===== config.mk =====
export PLATFORM = sky130hd
export DESIGN_NAME = csrShadow
export DESIGN_NICKNAME = d
export VERILOG_FILES = /design/src/design/rvviTracePkg.sv /design/src/design/csrShadow.sv
export VERILOG_INCLUDE_DIRS = /design/src /design/src/design
export SDC_FILE = /design/constraint.sdc
export NUM_CORES = 1
export LEC_CHECK = 0
export BUFFER_PORTS_ARGS = -buffer_cell sky130_fd_sc_hd__buf_2
export CAP_MARGIN = 20
export CORE_AREA = 2 2 403 405
export CTS_CLUSTER_SIZE = 14
export DETAILED_ROUTE_END_ITERATION = 10
export DIE_AREA = 0 0 405 407
export PLACE_DENSITY = 0.31
export SLEW_MARGIN = 20
export SYNTH_ARGS = -nofsm -noshare
export SYNTH_HDL_FRONTEND = slang
export SYNTH_SLANG_ARGS = --single-unit

===== constraint.sdc =====
create_clock -name rvvi -period 2 [get_ports rvvi]
set_clock_uncertainty 0.15 [all_clocks]
set_input_delay 0.2 -clock rvvi [delete_from_list [all_inputs] [get_ports rvvi]]
set_output_delay 0.2 -clock rvvi [all_outputs]
set_load 0.01 [all_outputs]

===== src/design/rvviDefs.svh =====
//////////////////////////////////////////////////////////////////////
// Build-time widths and counts for the RVFI to RVVI converter
// Interrupt line positions of the watched nets
// Depth of the net-event queue
//////////////////////////////////////////////////////////////////////
`ifndef RVVI_DEFS_SVH
`define RVVI_DEFS_SVH

// Datapath and register file
`define XLEN           32
`define NUM_GPR        32
`define REG_ADDR_W     5
`define NUM_RD_PORTS   2
`define NUM_CSR        8

// Core interrupt vector layout
`define IRQ_W          32
`define IRQ_MSW        3
`define IRQ_MTIMER     7
`define IRQ_MEXT       11
`define IRQ_LOCAL_BASE 16
`define NUM_LOCAL_IRQ  16

// Pending net events held for the consumer
`define NET_FIFO_DEPTH 4

`endif


===== src/design/rvviTracePkg.sv =====
//////////////////////////////////////////////////////////////////////
// Types for the retirement trace path
// Privilege mode and shadowed CSR index enums
// Retirement record, destination write and CSR report structs
//////////////////////////////////////////////////////////////////////
`include "rvviDefs.svh"

package rvviTracePkg;

    typedef enum logic [1:0] {
        PRIV_USER       = 2'b00,
        PRIV_SUPERVISOR = 2'b01,
        PRIV_MACHINE    = 2'b11
    } privMode_e;

    // Slot of each CSR in the shadow arrays
    typedef enum logic [2:0] {
        CSR_MSTATUS  = 3'd0,
        CSR_MIE      = 3'd1,
        CSR_MTVEC    = 3'd2,
        CSR_MSCRATCH = 3'd3,
        CSR_MEPC     = 3'd4,
        CSR_MCAUSE   = 3'd5,
        CSR_MIP      = 3'd6,
        CSR_MINSTRET = 3'd7
    } csrIdx_e;

    // One retired instruction as reported on RVFI
    typedef struct packed {
        logic              valid;
        logic [63:0]       order;
        logic [31:0]       insn;
        logic              trap;
        logic              intr;
        privMode_e         mode;
        logic [`XLEN-1:0]  pc;
    } rvfiRetire_t;

    typedef struct packed {
        logic [`REG_ADDR_W-1:0] addr;
        logic [`XLEN-1:0]       data;
    } rdWrite_t;

    typedef struct packed {
        logic [`XLEN-1:0] rdata;
        logic [`XLEN-1:0] wdata;
        logic [`XLEN-1:0] wmask;
    } csrPort_t;

endpackage


===== src/design/csrShadow.sv =====
//////////////////////////////////////////////////////////////////////
// Machine CSR shadows
// Masked merge of RVFI write and read data per CSR
// Shadow registers with a write-back flag on value change
//////////////////////////////////////////////////////////////////////
`timescale 1ns/1ps
`include "rvviDefs.svh"

module csrShadow import rvviTracePkg::*; (
    input  logic                             rvvi,
    input  logic                             rstN_i,
    input  logic                             retireValid_i,
    input  csrPort_t                         csrIn_i [`NUM_CSR],
    output logic [`NUM_CSR-1:0][`XLEN-1:0]   csrValue_o,
    output logic [`NUM_CSR-1:0]              csrWb_o
);

    logic [`NUM_CSR-1:0][`XLEN-1:0] mergedValue;
    logic [`NUM_CSR-1:0]            valueChanged;

    ///////////////////////////////////////////////////////////////////
    // Per-CSR merge and compare
    ///////////////////////////////////////////////////////////////////
    for (genvar gCsr = 0; gCsr < `NUM_CSR; gCsr++) begin : genCsr
        localparam csrIdx_e Idx = csrIdx_e'(gCsr);

        // Written bits under the mask, read bits elsewhere
        assign mergedValue[Idx] = (csrIn_i[Idx].wdata & csrIn_i[Idx].wmask) |
                                  (csrIn_i[Idx].rdata & ~csrIn_i[Idx].wmask);

        // Compare against the shadow from the previous retirement
        assign valueChanged[Idx] = (mergedValue[Idx] != csrValue_o[Idx]);
    end

    ///////////////////////////////////////////////////////////////////
    // Shadow and flag registers
    ///////////////////////////////////////////////////////////////////
    always_ff @(posedge rvvi) begin
        if (!rstN_i) begin
            csrValue_o <= '0;
            csrWb_o    <= '0;
        end else if (retireValid_i) begin
            csrValue_o <= mergedValue;
            csrWb_o    <= valueChanged;
        end else begin
            csrWb_o    <= '0;
        end
    end

endmodule


### Yosys cells after proc, flatten, opt, wreduce, memory -nomap -nowiden

Cells that the tools add are included.

* eq/ne operators: 8
* reductions and logical operators: 1
* $lt $le $gt $ge: 0
* multiplexer cells: 0
* shift-type cells: 0
* multiply operators: 0
* bitwise gates (word level): 32
* $add $sub $neg: 0
* divide/modulo/power cells: 0

Operators with widths (number)
* $and 32x32->32: 16
* $ne 32x32->1: 8
* $not 32->32: 8
* $or 32x32->32: 8
* $reduce_and 2->1: 1

* flip-flop bits (word level): 264
* output and inout port bits: 264
* RAM bits: 0
* bits in latches: 0
* memory bits (read-only): 0
* logic and storage cells: 50
* memories: 0
* input bits: 771

### Logic depth before layout (Yosys ltp)

Gate-level depths: netlist of run 1.

* word-level depth: 4
* mapped depth: 5
* mapped depth without buffers: 5

### Least setup slack after synthesis of run 1

No wires, ideal clock.

* path type: input -> register
* start: input csrIn_i[672] in the netlist's numbering
* end: register csrWb_o[0]
* stages on the path: 5
* arrival time: 1.012 ns
* setup time: 0.127 ns
* buffers on the path: 0
* data required time: 1.723 ns
* slack: 0.711 ns
* path through: mux2i_1 xor2_1 nand4_1 nor4_1 a21oi_1

* cells in the longest elaborated chain, start to end: 4
* elaborated cells between the ends (all ways): 5
* classes of those cells: 1 x eq/ne; 4 x bitwise

RTL lines
* from (decl): line csrShadow.sv:13 `` input csrPort_t csrIn_i [`NUM_CSR], ``
* $not 32->32: line csrShadow.sv:29 `(csrIn_i[Idx].rdata & ~csrIn_i[Idx].wmask);`
* $and 32x32->32: line csrShadow.sv:29
* $or 32x32->32 *: line csrShadow.sv:28 `assign mergedValue[Idx] = (csrIn_i[Idx].wdata & csrIn_i[Idx].wmask) |`
* $ne 32x32->1 *: line csrShadow.sv:32 `assign valueChanged[Idx] = (mergedValue[Idx] != csrValue_o[Idx]);`
* to (signal assigned): line csrShadow.sv:44 `csrWb_o <= valueChanged;`
* to (decl): line csrShadow.sv:15 `` output logic [`NUM_CSR-1:0] csrWb_o ``

Every way passes the cells marked *; elsewhere a longest branch is shown, timed or not.
A chain may end at the register's enable or synchronous reset.

### Worst setup path in the final report of run 1

* start: input csrIn_i[367] in the netlist's numbering
* end: register csrWb_o[4]

* cells in the longest elaborated chain, start to end: 3

RTL lines (line)
* $and 32x32->32: csrShadow.sv:29
* $or 32x32->32: csrShadow.sv:28
* $ne 32x32->1: csrShadow.sv:32

Every way passes these cells.

==> impl_results.md, run 1 <==
- Worst-path clk slew: 50 ps
- Worst Setup EP: csrWb_o[4]
- Vias: 18000
- Status: finished, final reports clean
- Overall power: 19.3 mW
- Slew headroom: 0.440
- Number of iterations in the first detailed-routing pass: 5
- IO buf count: 1034
- Drt initial violations: 715
- Final Core Density: 0.186
- Total grt overflow: 0
- Clk_lat worst skew: 590 ps
- DPL Wire Length: 92.2 mm
- Kind of critical path: input port to flop
- Top delay family on crit path: buffers and inverters
- Gr usage total: 0.130
- Synth Instances: 1463
- CTS H-tree depth: 2
- Count of different cell masters after synthesis: 11
- Routed Antenna Nets: 0
- Area leader, netlist: dfxtp_1
- Final Critical Period: 1970 ps
- Initial Util: 0.0908
- Slowest stage delay, CP: 600 ps
- Crit-path cells: dlygate4sd3_1 > buf_2 > mux2i_1 > dlygate4sd3_1 > xor2_1 > nand4_1 > nor4_1 > a21oi_1
- Reg-to-Reg End: csrWb_o[1]
- Worst-path maximum fanout: 2
- Final hold violation count: 0
- Worst slew pin tran: 817 ps
- Top_reg_cell synth: dfxtp_1
- Routed wire length: 114 mm
- EDFF count, synth: 0
- Initial antenna violation count: 41
- Worst IR Drop VDD: 0.000468 V
- CTS tree: built
- WP data required: 2310 ps
- Row Count: 147
- Ports: 1035
- Worst setup path startpoint: csrIn_i[367]
- Total CTS buffers: 42
- Crit path buffers/inverters: 3
- Max-cap violation count: 0
- Critical path depth: 8
- Async SR Flop Fraction: 0
- Mapped Area: 0.0145 mm²
- Static leakage: 16.2 nW
- Vias in the first global route: 18500
- Die area: 0.165 mm²
- Clk buf depth: 3
- Syn_area_per_cell: 9.94 µm²
- Area grow syn2layout: 105%
- Commonest cells in the netlist: 264 x dfxtp_1, 257 x nand2_1, 256 x mux2i_1, 256 x o211a_1, 256 x xor2_1
- Area contributors post-synth: dfxtp_1 36%, mux2i_1 18%, o211a_1 18%, xor2_1 15%, nand2_1 6.6%
- R2R depth: 5
- GP Congestion: 0.882
- Clk root buf: clkbuf_16
- DRC: 0
- Post-layout nets: 3877
- Share of cells above drive strength 1: 0.401
- Yosys top cell area share: 0.363
- Critical-path top delay cell: dlygate4sd3_1
- Chip Height: 407 µm
- Final Cycle Share: 0.984
- RSZ-0062 raised after global routing: no
- Worst min path class: input port to flop
- Per-cell routed wire length: 21.5 µm
- Critical path capture point type: flop
- CORE AREA: 0.160 mm²
- Seq cells post-synth: 264
- PwrDens: 648 mW/mm²
- Final setup viols: 0
- Yosys warnings: 0
- Register area share after synthesis: 0.363
- First-pass GRT wire length: 147 mm
- Slew Limit Fails: 0
- FF-to-FF Start: csrValue_o[51]
- Largest net degree at the start of global routing: 106
- Die extent in x: 405 µm
- Syn Nets: 2234
- Worst Path Arrival: 2280 ps
- CP dominant cell by count: dlygate4sd3_1
- Vias per cell: 3.38
- Flop2flop setup slack: 230 ps
- Fmax: 508 MHz
- CP Launch Type: input port
- Most frequent cell after synthesis: dfxtp_1
- Clk sink count: 264
==> cells by family (layout without fill, tap and decap cells) <==
| family | Yosys count | after routing | share of synthesized area |
|---|---|---|---|
| xor gates and xnor gates | 256 | 256 | 0.154 |
| other | 0 | 9 | 0 |
| buffers and inverters | 86 | 1763 | 0.0267 |
| muxes | 256 | 256 | 0.176 |
| AOI/OAI and AO/OA | 264 | 264 | 0.179 |
| and+or+nand+nor | 337 | 337 | 0.101 |
| DFF | 264 | 264 | 0.363 |
==> timing repair <==
item,in CTS,in global routing
setup buffers,0,0
hold buffers,494,1
endpoints found under the setup margin,0,2
hold endpoints to repair,252,1
resized for setup,0,3
==> state kept, by name (all words and copies together), names as in the netlist <==
register    count
csrWb_o         8
csrValue_o    256
==> routing by layer <==
| layer | vias up | global-route usage | wire length (µm) | part of all wire |
|---|---|---|---|---|
| met5 | - | 0 | 188 | 0.0017 |
| met4 | 30 | 0.0395 | 3250 | 0.029 |
| met3 | 134 | 0.0325 | 7170 | 0.063 |
| met2 | 645 | 0.231 | 56800 | 0.50 |
| met1 | 8513 | 0.153 | 46500 | 0.41 |
| li1 | 8631 | - | - | - |
==> cell usage in the layout, fill, tap and decap left out <==
master	synthesis	routed
buf_2	52	1032
dlygate4sd3_1	0	494
dfxtp_1	264	264
mux2i_1	256	256
nand2_1	257	256
o211a_1	256	256
xor2_1	256	256
buf_4	0	141
nand4_1	64	64
clkbuf_16	0	45
buf_12	0	15
nor4_1	16	14
clkbuf_1	27	13
diode_2	0	9
a21oi_1	8	8
clkinv_2	0	7
clkbuf_8	0	7
bufinv_16	0	3
nor4_2	0	2
buf_8	0	2
nand2_2	0	1
clkinvlp_4	0	1
clkinv_4	0	1
inv_6	0	1
buf_6	0	1
==> worst min path at each step <==
| stage | endpoint | slack, ps | cells after the start | from |
|---|---|---|---|---|
| floorplan | csrValue_o[53] | 330 | 3 | csrIn_i[661] |
| global placement | csrValue_o[225] | 350 | 1 | csrValue_o[225] |
| detailed placement | csrValue_o[212] | 360 | 1 | csrValue_o[212] |
| CTS | csrWb_o[4] | 0.3 | 6 | csrIn_i[326] |
| global route | csrValue_o[169] | 0.8 | 5 | csrIn_i[201] |
| finish | csrValue_o[169] | 5 | 5 | csrIn_i[201] |
==> power by group <==
part           internal, mW  switching [mW]
registers              5.66           0.369
clock network          4.75            3.09
logic                  2.79            2.68
total                  13.2            6.14
==> tightest hold or removal path: cells and delay by family <==
family,cells,cell delay [ps]
muxes,1,90
buffers and inverters,2,230
AOI/OAI and AO/OA,1,120
and+or+nand+nor,1,70
==> stage by stage <==
| step | TNS, ps | cells | hold WS, ps | area (µm²) | setup slack [ps] |
|---|---|---|---|---|---|
| 2_1_floorplan | 0 | 1463 | 334 | 14500 | 711 |
| 3_3_place_gp | -587 | 4728 | 349 | 23400 | -337 |
| 3_5_place_dp | -569 | 4728 | 357 | 23400 | -325 |
| 4_1_cts | 0 | 5300 | 0.316 | 29800 | 65.9 |
| 5_1_grt | 0 | 5306 | 0.820 | 29800 | 5.60 |
| 6_report | 0 | 5309 | 5.47 | 29800 | 31.5 |
==> final cells by class <==
cell class / instances / area [µm²]
diodes: 9 / 22.5
fillers: 18000 / 130000
flip-flops and latches: 264 / 5290
repair buffers: 1685 / 11500
multi-input cells: 1113 / 8890
clock buffers: 65 / 1270
well taps: 2160 / 2700
clock inverters: 13 / 150
(Power assumes the default switching activity.)
==> run 2, diff against run 1 <==
- GPL_TIMING_DRIVEN: not set -> 0
- TNS_END_PERCENT: not set -> 20
==> run 2 against run 1 <==
Net effect:
- the run now ends with hold timing, setup timing left
- largest power group unchanged
- register-to-register slack lost 180 ps
- power shrank 5.7%
- first-iteration DRC count up 16%
- cell count is 3.1% lower
- critical path depth shrank 2
- sequential share of layout area increased by 1.2 points
- clock power decreased by 11%
==> impl_results.md, run 2 (synthesis gave the netlist of run 1 again) <==
- Worst slew pin tran: 990 ps (was 817 ps)
- First-pass GRT wire length: 159 mm (was 147 mm)
- WHS: -2.29 ps (was 5.47 ps)
- Clock power share: 0.385 (was 0.406)
- Clk_lat worst skew: 600 ps (was 590 ps)
- Clk buf depth: 3 (unchanged)
- IO buf count: 1032 (was 1034)
- Layer with the highest usage: met2 (unchanged)
- Register area: 0.00529 mm² (about the same)
- Clk root buf: clkbuf_16 (unchanged)
- Max FFs per register: 256 (unchanged)
- Number of iterations in the first detailed-routing pass: 5 (unchanged)
- Ports: 1035 (unchanged)
- GR Util met2: 0.255 (was 0.231)
- Total grt overflow: 0 (unchanged)
- Fmax: 496 MHz (was 508 MHz)
- Sequential share of power: 0.331 (was 0.312)
- Slew Limit Fails: 0 (unchanged)
- Worst-path clk slew: 60 ps (was 50 ps)
- Comb pwr share: 0.284 (was 0.282)
- DPL Wire Length: 102 mm (was 92.2 mm)
- Post-layout nets: 3720 (was 3877)
- GP Congestion: 0.886 (was 0.882)
- Chip Height: 407 µm (unchanged)
- Routing usage on met3: 0.0280 (was 0.0325)
- Sw power: 6.21 mW (was 6.14 mW)
- Vias per cell: 3.41 (was 3.38)
- Worst Path Arrival: 2300 ps (was 2280 ps)
- Per-cell routed wire length: 24.2 µm (was 21.5 µm)
- Status: finished, violations left (was finished, final reports clean)
- Total CTS buffers: 40 (was 42)
- Static leakage: 15.2 nW (was 16.2 nW)
- Row Count: 147 (unchanged)
- Vias: 17500 (was 18000)
- Largest registers: csrValue_o (256), csrWb_o (8) (unchanged)
- Most common cell after layout, fill and taps aside: buf_2 (unchanged)
- WP data required: 2290 ps (was 2310 ps)
- Post-route setup slack: -14.2 ps (was 31.5 ps)
- Final Cycle Share: 1.01 (was 0.984)
- CTS tree: built (unchanged)
- Die area: 0.165 mm² (unchanged)
- Worst min path class: input port to flop (unchanged)
- Overall power: 18.2 mW (was 19.3 mW)
- Largest net degree at the start of global routing: 11 (was 106)
- Sw frac: 0.340 (was 0.317)
- Worst IR Drop VDD: 0.000585 V (was 0.000468 V)
- Area of the multi-input gates: 0.00896 mm² (was 0.00889 mm²)
- Final setup viols: 2 (was 0)
- Initial antenna violation count: 38 (was 41)
- Drt initial violations: 827 (was 715)
- P_int: 12.0 mW (was 13.2 mW)
- Vias in the first global route: 18300 (was 18500)
- Top reg by flops: csrValue_o (unchanged)
- Critical path capture point type: flop (unchanged)
- Routed wire length: 124 mm (was 114 mm)
- CTS H-tree depth: 2 (unchanged)
- DRC: 0 (unchanged)
- Filler cells: 18300 (was 18000)
- Initial Util: 0.0908 (unchanged)
- Worst-path maximum fanout: 2 (unchanged)
- Kind of critical path: input port to flop (unchanged)
- Failing checks: hold timing, setup timing
- Share of cells above drive strength 1: 0.391 (was 0.401)
- Most frequent cells in the layout: 1084 x buf_2, 410 x dlygate4sd3_1, 263 x dfxtp_1 (was 1032 x buf_2, 494 x dlygate4sd3_1, 264 x dfxtp_1)
- CORE AREA: 0.160 mm² (unchanged)
- Clk sink count: 264 (unchanged)
- Gr usage total: 0.143 (was 0.130)
- RSZ-0062 raised after global routing: no (unchanged)
- Final Critical Period: 2010 ps (was 1970 ps)
- Grt met1 use: 0.177 (was 0.153)
- Placement Setup Slack: -912 ps (was -325 ps)
- CP Launch Type: input port (unchanged)
- Slew headroom: 0.321 (was 0.440)
- Final hold violation count: 1 (was 0)
- Area grow syn2layout: 91.9% (was 105%)
- Routed Antenna Nets: 0 (unchanged)
- Max-cap violation count: 0 (unchanged)
- Die extent in x: 405 µm (unchanged)
- PwrDens: 654 mW/mm² (was 648 mW/mm²)
## run 2: layout make-up
class,count,area share
antenna,12,0.00108
buffer,86,0.0140
clock buffer,52,0.0408
clock inverter,13,0.00309
multi-input combinational,1113,0.321
sequential,264,0.189
tap,2160,0.0968
timing repair buffer,1444,0.334
## run 2: worst paths after layout
path                    from              end  slack (ps)  cells after the start
max             csrIn_i[311]       csrWb_o[4]         -10                      6
min             csrIn_i[232]  csrValue_o[168]          -2                      4
max reg2reg  csrValue_o[137]       csrWb_o[4]          50                      4
min reg2reg  csrValue_o[113]  csrValue_o[113]         370                      1
## run 2: metrics by stage
step                TNS, ps  cells  area [µm²]  utilization
global route              0   5139       27900        0.174
finish                -20.3   5144       27900        0.174
detailed placement   -32300   4657       22500        0.140
CTS                   -79.6   5131       27800        0.174
global placement     -60620   4655       22400        0.140
floorplan                 0   1463       14500            -
## run 2: power groups by stage
| stage | sequential [mW] | clock, mW | combinational, mW |
|---|---|---|---|
| 6_report | 6.04 | 7.02 | 5.18 |
| 5_1_grt | 6.09 | 7.52 | 5.59 |
| 4_1_cts | 6.04 | 7.39 | 5.35 |
| 3_5_place_dp | 6.15 | 0 | 4.43 |
| 3_3_place_gp | 6.14 | 0 | 4.42 |
| 2_1_floorplan | 6.27 | 0 | 1.60 |
## run 2: per-layer routing
layer	vias to the layer above	routed length (µm)	part of all wire
li1	8308	-	-
met1	8444	52400	0.42
met2	665	62200	0.50
met3	105	7320	0.059
met4	18	2320	0.019
met5	-	113	0.00091
## run 2: what timing repair did
item | 4_1_cts | 5_1_grt
cloned | 0 | 0
resized for setup | 4 | 9
endpoints found under the setup margin | 4 | 5
hold buffers | 409 | 1
pin swaps | 0 | 1
setup buffers | 0 | 0
hold endpoints to repair | 225 | 1
## run 2: critical path, stage by stage
cell and delay, ps:
buf_2 130, mux2i_1 820, xor2_1 190, nand4_1 450, nor4_1 390, a21oi_1 100
