==> config.mk <==
export PLATFORM = sky130hd
export DESIGN_NAME = netEventQueue
export DESIGN_NICKNAME = d
export VERILOG_FILES = /design/src/design/rvviNetPkg.sv /design/src/design/netEventQueue.sv
export VERILOG_INCLUDE_DIRS = /design/src /design/src/design
export SDC_FILE = /design/constraint.sdc
export NUM_CORES = 1
export LEC_CHECK = 0
export ABC_AREA = 1
export ABC_CLOCK_PERIOD_IN_PS = 6500
export BUFFER_PORTS_ARGS = -buffer_cell sky130_fd_sc_hd__buf_2
export CORE_MARGIN = 2
export CORE_UTILIZATION = 50
export DETAILED_ROUTE_END_ITERATION = 8
export GPL_ROUTABILITY_DRIVEN = 0
export PLACE_DENSITY = 0.69
export SLEW_MARGIN = 10
export SYNTH_ARGS = -nofsm -noshare
export SYNTH_HDL_FRONTEND = slang
export SYNTH_SLANG_ARGS = --single-unit
==> constraint.sdc <==
create_clock -name rvvi -period 6.5 [get_ports rvvi]
set_clock_uncertainty 0.05 [all_clocks]
set_input_delay 0.975 -clock rvvi [delete_from_list [all_inputs] [get_ports rvvi]]
set_output_delay 0.975 -clock rvvi [all_outputs]
set_load 0.01 [all_outputs]
==> src/design/rvviDefs.svh <==
//////////////////////////////////////////////////////////////////////
// Build-time widths and counts for the RVFI to RVVI converter
// Interrupt line positions of the watched nets
// Depth of the net-event queue
//////////////////////////////////////////////////////////////////////
`ifndef RVVI_DEFS_SVH
`define RVVI_DEFS_SVH

// Datapath and register file
`define XLEN           32
`define NUM_GPR        32
`define REG_ADDR_W     5
`define NUM_RD_PORTS   2
`define NUM_CSR        8

// Core interrupt vector layout
`define IRQ_W          32
`define IRQ_MSW        3
`define IRQ_MTIMER     7
`define IRQ_MEXT       11
`define IRQ_LOCAL_BASE 16
`define NUM_LOCAL_IRQ  16

// Pending net events held for the consumer
`define NET_FIFO_DEPTH 4

`endif

==> src/design/rvviNetPkg.sv <==
//////////////////////////////////////////////////////////////////////
// Types for the watched-net path
// Net position enum, snapshot vector and change event struct
//////////////////////////////////////////////////////////////////////
`include "rvviDefs.svh"

package rvviNetPkg;

    // Three machine interrupts, the local lines and haltreq
    localparam int NUM_NET = `NUM_LOCAL_IRQ + 4;

    typedef enum logic [4:0] {
        NET_MSW     = 5'd0,
        NET_MTIMER  = 5'd1,
        NET_MEXT    = 5'd2,
        NET_LOCAL0  = 5'd3,
        NET_LOCAL15 = 5'd18,
        NET_HALTREQ = 5'd19
    } netId_e;

    // Level of every watched net, bit positions follow netId_e
    typedef logic [NUM_NET-1:0] netSnap_t;

    // New levels plus the bits that moved
    typedef struct packed {
        netSnap_t snap;
        netSnap_t changed;
    } netEvent_t;

endpackage

==> src/design/netEventQueue.sv <==
//////////////////////////////////////////////////////////////////////
// Watched-net change detector
// Four-entry circular event queue with valid/ready output
// Sticky overflow flag for events dropped on a full queue
//////////////////////////////////////////////////////////////////////
`timescale 1ns/1ps
`include "rvviDefs.svh"

module netEventQueue import rvviNetPkg::*; (
    input  logic      rvvi,
    input  logic      rstN_i,
    input  netSnap_t  snap_i,
    output netEvent_t netEvent_o,
    output logic      netValid_o,
    input  logic      netReady_i,
    output logic      netOverflow_o
);

    localparam int PTR_W = $clog2(`NET_FIFO_DEPTH);

    netSnap_t         prevSnap;
    netSnap_t         changed;
    netEvent_t        queueMem [`NET_FIFO_DEPTH];
    logic [PTR_W-1:0] wrPtr;
    logic [PTR_W-1:0] rdPtr;
    logic [PTR_W:0]   count;
    logic             full;
    logic             push;
    logic             pop;

    ///////////////////////////////////////////////////////////////////
    // Change detection
    ///////////////////////////////////////////////////////////////////
    assign changed = snap_i ^ prevSnap;
    assign full    = (count == (PTR_W+1)'(`NET_FIFO_DEPTH));
    assign push    = (|changed) && !full;
    assign pop     = netValid_o && netReady_i;

    always_ff @(posedge rvvi) begin
        if (!rstN_i) begin
            prevSnap      <= '0;
            netOverflow_o <= 1'b0;
        end else begin
            prevSnap <= snap_i;
            // Change seen with no room left
            if ((|changed) && full) begin
                netOverflow_o <= 1'b1;
            end
        end
    end

    ///////////////////////////////////////////////////////////////////
    // Circular queue
    ///////////////////////////////////////////////////////////////////
    always_ff @(posedge rvvi) begin
        if (push) begin
            queueMem[wrPtr] <= '{snap: snap_i, changed: changed};
        end
    end

    always_ff @(posedge rvvi) begin
        if (!rstN_i) begin
            wrPtr <= '0;
            rdPtr <= '0;
            count <= '0;
        end else begin
            if (push) begin
                wrPtr <= wrPtr + 1'b1;
            end
            if (pop) begin
                rdPtr <= rdPtr + 1'b1;
            end
            case ({push, pop})
                2'b10:   count <= count + 1'b1;
                2'b01:   count <= count - 1'b1;
                default: count <= count;
            endcase
        end
    end

    // Head entry stays put until the consumer takes it
    assign netValid_o = (count != '0);
    assign netEvent_o = queueMem[rdPtr];

endmodule

---- Word level (Yosys, flattened, before mapping) ----
Memory sizes are Yosys's and may differ from the RTL's. A register that Yosys moved wholly into a read port is not among the register bits.
Cells that the tools add are included.
cells by class
  add/sub/neg operators ................... 4
  eq/ne operators ......................... 3
  muxes and demuxes ....................... 5
  bitwise gates (word level) .............. 1
  reduce and logical (&&, ||, !) cells .... 7
operators by type and width
  cell                                                                    count
  20-bit OR reduction                                                     1
  20-bit bitwise XOR                                                      1
  3-bit case mux with 2 select lines                                      1
  2-bit by 1-bit adder with 2-bit output (second input constant)          2
  2-bit 2-to-1 mux                                                        2
  3-bit by 1-bit adder with 3-bit output (second input constant)          1
  3-bit equality test (second input constant)                             1
  1-bit logical AND                                                       3
  3-bit nonzero test                                                      1
  3-bit by 1-bit subtractor with 3-bit output (second input constant)     1
  2-bit by 1-bit equality test with 1-bit output (second input constant)  1
  2-bit equality test (second input constant)                             1
  1-bit 2-to-1 mux                                                        2
  2-bit nonzero test                                                      1
  1-bit logical NOT                                                       1
storage, ports and cells
  flip-flop bits (word level) ............. 28
  bits in writable memories ............... 160
  bits of input ports ..................... 23
  output and inout port bits .............. 42
  logic and storage cells ................. 26
  memories ................................ 1
memory list
  memory    words  bits a word  read ports  clocked after memory_dff  wr ports  RTL line             RTL
  queueMem  4      40           1           1                         1         netEventQueue.sv:23  netEvent_t queueMem [`NET_FIFO_DEPTH];

---- Depth between registers and ports, before layout ----
Gate-level depths: netlist (run 1).
  depth after elaboration ................. 5
  gate-level depth with buffers ........... 16
  depth with buffers taken out ............ 16

---- Worst setup path after synthesis (run 1) ----
Ideal clock, no wire load.
  path kind ............................... input to register
  from .................................... in snap_i[13]
  to ...................................... mem queueMem[0][0] in the netlist's numbering (enable)
  library setup time ...................... 0.438 ns
  arrival time ............................ 3.188 ns
  data required time ...................... 6.012 ns
  slack ................................... 2.825 ns
  stages .................................. 10
  buffers on the path ..................... 0
  cells stage by stage .................... inv_1 nand2_1 nand2_1 nand2_1 nor2_2 nand3_1 nor2_2 nor2_4 inv_2 nor2_1
on the way
  word-level cells in the longest chain between the ends .. 5
RTL lines
  element                                 RTL line             RTL
  start: declaration                      netEventQueue.sv:12  input netSnap_t snap_i,
  20-bit bitwise XOR                      netEventQueue.sv:34  assign changed = snap_i ^ prevSnap;
  20-bit OR reduction                     netEventQueue.sv:36  assign push = (|changed) && !full;
  1-bit logical AND                       netEventQueue.sv:36
  1-bit 2-to-1 mux                        netEventQueue.sv:56  if (push) begin
  1-bit 2-to-1 mux (not written as such)  netEventQueue.sv:57  queueMem[wrPtr] <= '{snap: snap_i, changed: changed};
  end: declaration                        netEventQueue.sv:23
Every way passes these cells.

==> results of run 1 <==
## critical path: cells and delay by family (launching register included)
kind	cells	cell delay, ns
buf+inv	2	0.99
compound gates	2	0.71
flops	1	0.34
## layer usage
metal / track usage / wire [um] / vias up
met3: 0.04970 / 844 / 21
li1: - / - / 2265
met2: 0.3144 / 7306 / 142
met4: 0.06012 / 253 / 0
met1: 0.2706 / 6657 / 2237
met5: 0 / 0 / -
## stage by stage
step | cells | util | total power, mW
after global routing | 886 | 0.5868 | 3.605
after global placement | 854 | 0.5483 | 2.448
after CTS | 886 | 0.5868 | 3.460
after floorplan | 628 | - | 2.151
after detailed placement | 854 | 0.5483 | 2.477
final | 886 | 0.5868 | 3.435
## sequential cells by signal, indices dropped and copies added (netlist names), named ones only
| signal | count |
|---|---|
| count | 3 |
| rdPtr | 2 |
| queueMem | 160 |
| prevSnap | 20 |
| netOverflow_o | 1 |
| wrPtr | 2 |
## Yosys cell counts
cell      instances
o22ai_1          40
buf_2             3
nor2_1           96
inv_2             7
buf_4             1
ha_1              5
a21oi_1           8
nor2_2            4
xor2_1            7
nand2_1          70
xnor2_1           9
inv_1            69
edfxtp_1        160
nor3_4            1
o21ai_0          14
nand3_1           4
nor2_4            1
nand2_2           2
o21ai_1          71
fa_1              1
dfxtp_1          30
clkbuf_1         24
clkinv_2          1
## cells by family after synthesis
group | Yosys count | share of synthesized area
flip-flops | 190 | 0.7251
AND/OR/NAND/NOR | 178 | 0.09500
XOR/XNOR | 16 | 0.01880
adder cells (fa/ha/maj) | 6 | 0.01108
AO/OA/AOI/OAI | 133 | 0.09601
buffers and inverters | 105 | 0.05405
## worst paths after layout
check               start              to  slack [ns]  cells after the start
max reg2reg  prevSnap[17]        count[2]        3.98                     16
min reg2reg      rdPtr[1]        register        0.43                      2
max              register  netEvent_o[23]        2.95                      4
min              rdPtr[1]        register        0.43                      2
## final cells by class
cell class / count / area (um^2)
timing repair buffer: 70 / 365.4
sequential: 190 / 5406
tap: 184 / 230.2
clock buffer: 21 / 440.4
fill: 1183 / 6006
inverter: 77 / 290.3
clock inverter: 11 / 118.9
multi-input combinational: 333 / 1677
## power by group
| part | switching [mW] | leakage (nW) | internal [mW] | total [mW] |
|---|---|---|---|---|
| sequential | 0.0613 | 1.75 | 1.58 | 1.64 |
| clock | 0.429 | 0.263 | 0.564 | 0.993 |
| combinational | 0.557 | 1.33 | 0.246 | 0.803 |
| total | 1.05 | 3.34 | 2.39 | 3.44 |
==> impl_metrics.ini, run 1 <==
[final_layout]
antenna_cells = 0
final_cell_mix = edfxtp_1 (160), nor2_1 (92), o21ai_1 (71)
layout_commonest_cell = edfxtp_1
final_net_count = 718
area_growth_pct = 14.40
final_area_um2 = 8528
drive_above_1_share = 0.1695

[sta]
setup_ws_ns = 2.952
tightestPinTransition_ns = 1.150
min_period_over_period = 0.5458
max_freq_mhz = 281.9
period_minus_slack_ns = 3.548
slew_headroom = 0.2335
drv_slew = 0
hold-worst-slack_ns = 0.4276
timing.final.hold_violations = 0
fin_setup_tns_ns = 0
rsz0062_at_grt = no
setup_violations = 0

[logic_synthesis]
synth_top_area_share = 0.6445
ys_warn_count = 0
synth_cell_types = 23
synth_cells = 628
synthTopCellsByArea = edfxtp_1 (64%), dfxtp_1 (8.1%), nor2_1 (4.8%)
synth_area_um2 = 7455
ys_seq_area_frac = 0.7251
yosysTopAreaCell = edfxtp_1
postSynthAreaPerCell_um2 = 11.87
syn-num-nets = 657
ys_ff_latch = 190

[floorplan]
core_area_um2 = 14530
initial_core_util = 0.5129
dieArea_um2 = 15900
core.rowCount = 44
ioPinCount = 65
die_h_um = 126.1
fp.dieW_um = 126.1

[clock_tree]
cts_setup_buffers = 0
cts_tree = built
clockBufferDepth = 2
clock_tree.root_cell = clkbuf_16
post_cts_resized = 0
cts_sinks = 190
insertion_delay_ns = 0.43
cts.clk_slew.worst_paths_ns = 0.06
cts_buffers = 17
htree_levels = 4
cts_hold_buf = 0

[placement]
place_area_um2 = 7969
portBuffers = 64
dp_slack_ns = 3.189
post-dp-hpwl_um = 8551

[detailed_routing]
wl_per_cell_um = 17.00
drc = 0
first_pass_iters = 5
vias = 4665
drt_iter0_markers = 370
ant_nets = 0
viasPerCell = 5.265
wl_um = 15060

[worst_setup_path]
critPathRequiredTime_ns = 5.47
critPathKind = reg -> out
critPathMaxStageDelay_ns = 0.84
path_cells = clkinv_2 -> o21ai_0 -> o22ai_1 -> buf_2
end_kind = primary output
critical-path-slowest-cell = clkinv_2
arrival_ns = 2.52
worstPathMaxFanout = 80
critPathLaunchType = register

[pwr]
ir_drop_mv = 0.2312
power.leakage_nw = 3.340
powerDensity_nw_per_um2 = 402.8

[status]
outcome = finished, final reports clean

[global_routing]
gr-total-overflow = 0
antenna_found_initial = 0
grt_pass1_vias = 4550
grt_max_degree = 81
grt_usage = 0.1973
grt_pass1_wl_um = 23820

[job]
max-cap-violations = 0

[min_path]
hp-class = reg -> reg
Power figures use the tool's default switching activity.
==> inputs of run 2 (changes only) <==
--- a/config.mk
+++ b/config.mk
@@ -7,13 +7,13 @@
 export NUM_CORES = 1
 export LEC_CHECK = 0
 export ABC_AREA = 1
-export ABC_CLOCK_PERIOD_IN_PS = 6500
+export ABC_CLOCK_PERIOD_IN_PS = 3250
 export BUFFER_PORTS_ARGS = -buffer_cell sky130_fd_sc_hd__buf_2
 export CORE_MARGIN = 2
 export CORE_UTILIZATION = 50
 export DETAILED_ROUTE_END_ITERATION = 8
 export GPL_ROUTABILITY_DRIVEN = 0
-export PLACE_DENSITY = 0.69
+export PLACE_DENSITY = 0.71
 export SLEW_MARGIN = 10
 export SYNTH_ARGS = -nofsm -noshare
 export SYNTH_HDL_FRONTEND = slang
==> constraint.sdc (replaced) <==
create_clock -name rvvi -period 3.25 [get_ports rvvi]
set_clock_uncertainty 0.05 [all_clocks]
set_input_delay 0.4875 -clock rvvi [delete_from_list [all_inputs] [get_ports rvvi]]
set_output_delay 0.4875 -clock rvvi [all_outputs]
set_load 0.01 [all_outputs]
==> run 2 against run 1 <==
Via count rose by 1.5%. Flip-flop and latch count did not move. Register-to-register slack got worse by 3.4 ns. Largest cell class unchanged.
==> impl_metrics.ini, run 2 (same netlist as run 1, synthesis figures left out) <==
[status]
outcome = finished, final reports clean

[floorplan]
fp.dieW_um = 126.1
dieArea_um2 = 15900
die_h_um = 126.1
core.rowCount = 44
initial_core_util = 0.5129
core_area_um2 = 14530
ioPinCount = 65

[worst_setup_path]
critPathKind = reg -> out
critPathLaunchType = register
end_kind = primary output
worstRegToRegCells = 14
endpoint = netEvent_o[27]
worstPathMaxFanout = 80
rr_endpoint = count[2]
critPathRequiredTime_ns = 2.71
arrival_ns = 2.17
rrSetupSlack_ns = 0.63
rr_startpoint = prevSnap[18]

[pwr]
powerDensity_nw_per_um2 = 795.4
power.leakage_nw = 3.398
ir_drop_mv = 0.4934
fin_total_pwr_mw = 6.856

[placement]
dp_slack_ns = 0.3585
post-dp-hpwl_um = 9317
portBuffers = 64
place_inst = 863

[sta]
timing.final.hold_violations = 0
setup_ws_ns = 0.5446
min_period_over_period = 0.8324
rsz0062_at_grt = no
tightestPinTransition_ns = 0.8477
period_minus_slack_ns = 2.705
setup_violations = 0
fin_setup_tns_ns = 0
drv_slew = 0
slew_headroom = 0.4349
max_freq_mhz = 369.6

[clock_tree]
cts_buffers = 17
insertion_delay_ns = 0.43
cts_tree = built
post_cts_resized = 0
cts_setup_buffers = 0
cts_hold_buf = 0
clock_tree.root_cell = clkbuf_16
cts_sinks = 190
clockBufferDepth = 2
cts.clk_slew.worst_paths_ns = 0.06
htree_levels = 4

[final_layout]
largest_reg_flops = 160
largest-register = queueMem
reg.largest.list = queueMem (160), prevSnap (20), count (3)
drive_above_1_share = 0.1800
layout.cells.non_filler = 895
layout_commonest_cell = edfxtp_1
final_net_count = 727
area_growth_pct = 15.63
antenna_cells = 0
nFillCells = 1149
final_cell_mix = edfxtp_1 (160), nor2_1 (92), o21ai_1 (71)

[global_routing]
grt_max_degree = 81
grt_usage = 0.1944
antenna_found_initial = 0
gr-total-overflow = 0
grt_pass1_wl_um = 23530
grt_pass1_vias = 4579

[detailed_routing]
ant_nets = 0
wl_um = 14940
viasPerCell = 5.289
vias = 4734
drt_iter0_markers = 411
first_pass_iters = 5
wl_per_cell_um = 16.69
drc = 0

[min_path]
hp-class = in -> reg
min_path_cells = 1

[job]
max-cap-violations = 0
## run 2: changes by cell type in the layout (fill, tap and decap cells not counted)
cell        change
clkbuf_1        -1
clkinv_1        +1
clkinv_4        +2
clkinvlp_4      -2
bufinv_16       -1
clkbuf_8        +1
buf_12          +3
buf_4           +6
## run 2: area by class of cell
cell class	count	area (um^2)	share of cell area
sequential	190	5406	0.6272
timing repair buffer	79	470.5	0.05458
inverter	77	290.3	0.03368
multi-input combinational	333	1677	0.1945
tap	184	230.2	0.02671
clock inverter	11	95.09	0.01103
clock buffer	21	450.4	0.05226
## run 2: routing by layer
layer	wire length [um]	up-vias	track usage
li1	-	2290	-
met1	6317	2262	0.2486
met2	7216	143	0.3147
met3	891	39	0.05055
met4	509	0	0.08727
met5	0	-	0
## run 2: how the worst min path moves through the flow
stage / startpoint / end / slack [ns]
final: snap_i[13] / queueMem[0][33] / 0.27
after global routing: snap_i[10] / queueMem[0][30] / 0.26
after CTS: snap_i[13] / queueMem[1][33] / 0.25
after detailed placement: rdPtr[1] / rdPtr[1] / 0.42
after global placement: rdPtr[1] / rdPtr[1] / 0.40
after floorplan: rdPtr[1] / register / 0.39
## run 2: power breakdown
| group | switching [mW] | total (mW) | internal, mW |
|---|---|---|---|
| logic | 1.13 | 1.66 | 0.537 |
| clock network | 0.844 | 1.92 | 1.07 |
| registers | 0.122 | 3.28 | 3.16 |
| total | 2.09 | 6.86 | 4.76 |
## run 2: per-stage QoR
step	util	cell area [um^2]	hold slack, ns
final	0.5931	8620	0.2660
after global routing	0.5931	8620	0.2563
after CTS	0.5931	8620	0.2532
after detailed placement	0.5555	8074	0.4164
after global placement	0.5555	8074	0.4042
after floorplan	-	7455	0.3915
## run 2: worst max-delay path, cell delays in order (launching register included)
cell     delay [ns]
dfxtp_2        0.33
buf_4          0.63
o21ai_0        0.23
o22ai_1        0.29
buf_2          0.19
==> inputs of run 3 (changes only) <==
--- a/config.mk
+++ b/config.mk
@@ -7,7 +7,7 @@
 export NUM_CORES = 1
 export LEC_CHECK = 0
 export ABC_AREA = 1
-export ABC_CLOCK_PERIOD_IN_PS = 3250
+export ABC_CLOCK_PERIOD_IN_PS = 2450
 export BUFFER_PORTS_ARGS = -buffer_cell sky130_fd_sc_hd__buf_2
 export CORE_MARGIN = 2
 export CORE_UTILIZATION = 50
==> constraint.sdc (replaced) <==
create_clock -name rvvi -period 2.45 [get_ports rvvi]
set_clock_uncertainty 0.05 [all_clocks]
set_input_delay 0.3675 -clock rvvi [delete_from_list [all_inputs] [get_ports rvvi]]
set_output_delay 0.3675 -clock rvvi [all_outputs]
set_load 0.01 [all_outputs]
==> run 3 against run 2 <==
Flip-flop and latch count unchanged. Sequential power grew 33%. Combinational power increased by 38%. Count of clock-buffer cells in the layout shrank 1. Clock power up 42%. Global-route usage grew 0.85 points. Die area unchanged. Utilization up 1.4 points. Critical path type unchanged. Largest power group unchanged. Highest routed layer unchanged.
==> impl_metrics.ini, run 3 (same netlist as run 1, synthesis figures left out) <==
[worst_setup_path]
end_kind = primary output
critPathKind = reg -> out
critPathRequiredTime_ns = 2.03
critPathLaunchType = register
worstRegToRegCells = 14
arrival_ns = 1.90
worstPathMaxFanout = 18

[placement]
dp_slack_ns = -0.1313
post-dp-hpwl_um = 9611
place_inst = 880
portBuffers = 64

[global_routing]
grt_pass1_wl_um = 24580
use_met1 = 0.2606
antenna_found_initial = 0
grt_pass1_vias = 4788
gr-total-overflow = 0
grt_max_degree = 55
grt_busiest_layer = met2
grt_util_met3 = 0.04291
grt_usage = 0.2029
grtUsageMet2 = 0.3393

[floorplan]
die_h_um = 126.1
dieArea_um2 = 15900
ioPinCount = 65
initial_core_util = 0.5129
fp.dieW_um = 126.1
core.rowCount = 44
core_area_um2 = 14530

[final_layout]
layout.cells.non_filler = 912
nFillCells = 1150
drive_above_1_share = 0.2047
fin_util = 0.6073
area_growth_pct = 18.40
final_cell_mix = edfxtp_1 (160), nor2_1 (91), o21ai_1 (73)
antenna_cells = 0
register_area_um2 = 5406
final_net_count = 744
layout_commonest_cell = edfxtp_1
largest-register = queueMem
reg.largest.list = queueMem (160), prevSnap (20), count (3)
multi_input_area_um2 = 1695
largest_reg_flops = 160

[status]
outcome = finished, final reports clean

[clock_tree]
cts_setup_buffers = 0
cts_sinks = 190
insertion_delay_ns = 0.44
clock_tree.root_cell = clkbuf_16
cts_tree = built
htree_levels = 4
cts_buffers = 17
cts.clk_slew.worst_paths_ns = 0.07
clockBufferDepth = 2

[detailed_routing]
ant_nets = 0
drt_iter0_markers = 440
wl_per_cell_um = 16.86
drc = 0
wl_um = 15380
vias = 4786
first_pass_iters = 6
viasPerCell = 5.248

[sta]
min_period_over_period = 0.9449
period_minus_slack_ns = 2.315
drv_slew = 0
max_freq_mhz = 432.0
fin_setup_tns_ns = 0
timing.final.hold_violations = 0
setup_violations = 0
slew_headroom = 0.5770
tightestPinTransition_ns = 0.6345
setup_ws_ns = 0.1351
rsz0062_at_grt = no

[min_path]
hp-class = in -> reg
min_path_cells = 1

[pwr]
power.leakage_nw = 3.504
powerDensity_nw_per_um2 = 1062
ir_drop_mv = 0.5234

[job]
max-cap-violations = 0
run 3: path summary, 6_finish.rpt:
| path | slack, ns | endpoint | start |
|---|---|---|---|
| worst min-delay path | 0.15 | queueMem[1][29] | snap_i[9] |
| worst max register to register | 0.15 | count[2] | prevSnap[18] |
| worst max-delay path | 0.14 | netEvent_o[20] | register |
| worst min register to register | 0.44 | register | rdPtr[1] |
run 3: cell type report:
cell class                 instances  share of cell area
multi-input combinational        333              0.1921
clock buffer                      20             0.04948
tap                              184             0.02608
sequential                       190              0.6126
inverter                          77             0.03289
clock inverter                    12             0.01630
timing repair buffer              96             0.07060
run 3: timing repair:
action / in CTS / in global routing
hold buffers: 0 / 0
resized for setup: 0 / 7
setup endpoints to repair: 0 / 1
run 3: report_power, final:
| group | internal (mW) | switching, mW |
|---|---|---|
| Clock | 1.59 | 1.14 |
| Sequential | 4.18 | 0.174 |
| Combinational | 0.779 | 1.51 |
run 3: through the flow:
stage / total power, mW / hold slack (ns) / area (um^2)
floorplan: 5.707 / 0.3915 / 7455
global placement: 6.644 / 0.4019 / 8227
detailed placement: 6.735 / 0.4223 / 8227
CTS: 9.440 / 0.1244 / 8807
global route: 9.817 / 0.1459 / 8826
finish: 9.373 / 0.1461 / 8826
run 3: metal layers:
layer / vias to the layer above / wire [um]
li1: 2319 / -
met1: 2310 / 6433
met2: 134 / 7784
met3: 23 / 832
met4: 0 / 328
met5: - / 0
run 3: worst max-delay path: stages (launching register included):
cell and delay, ns:
dfxtp_1 0.59, buf_4 0.34, o21ai_1 0.10, o22ai_1 0.24, buf_2 0.19
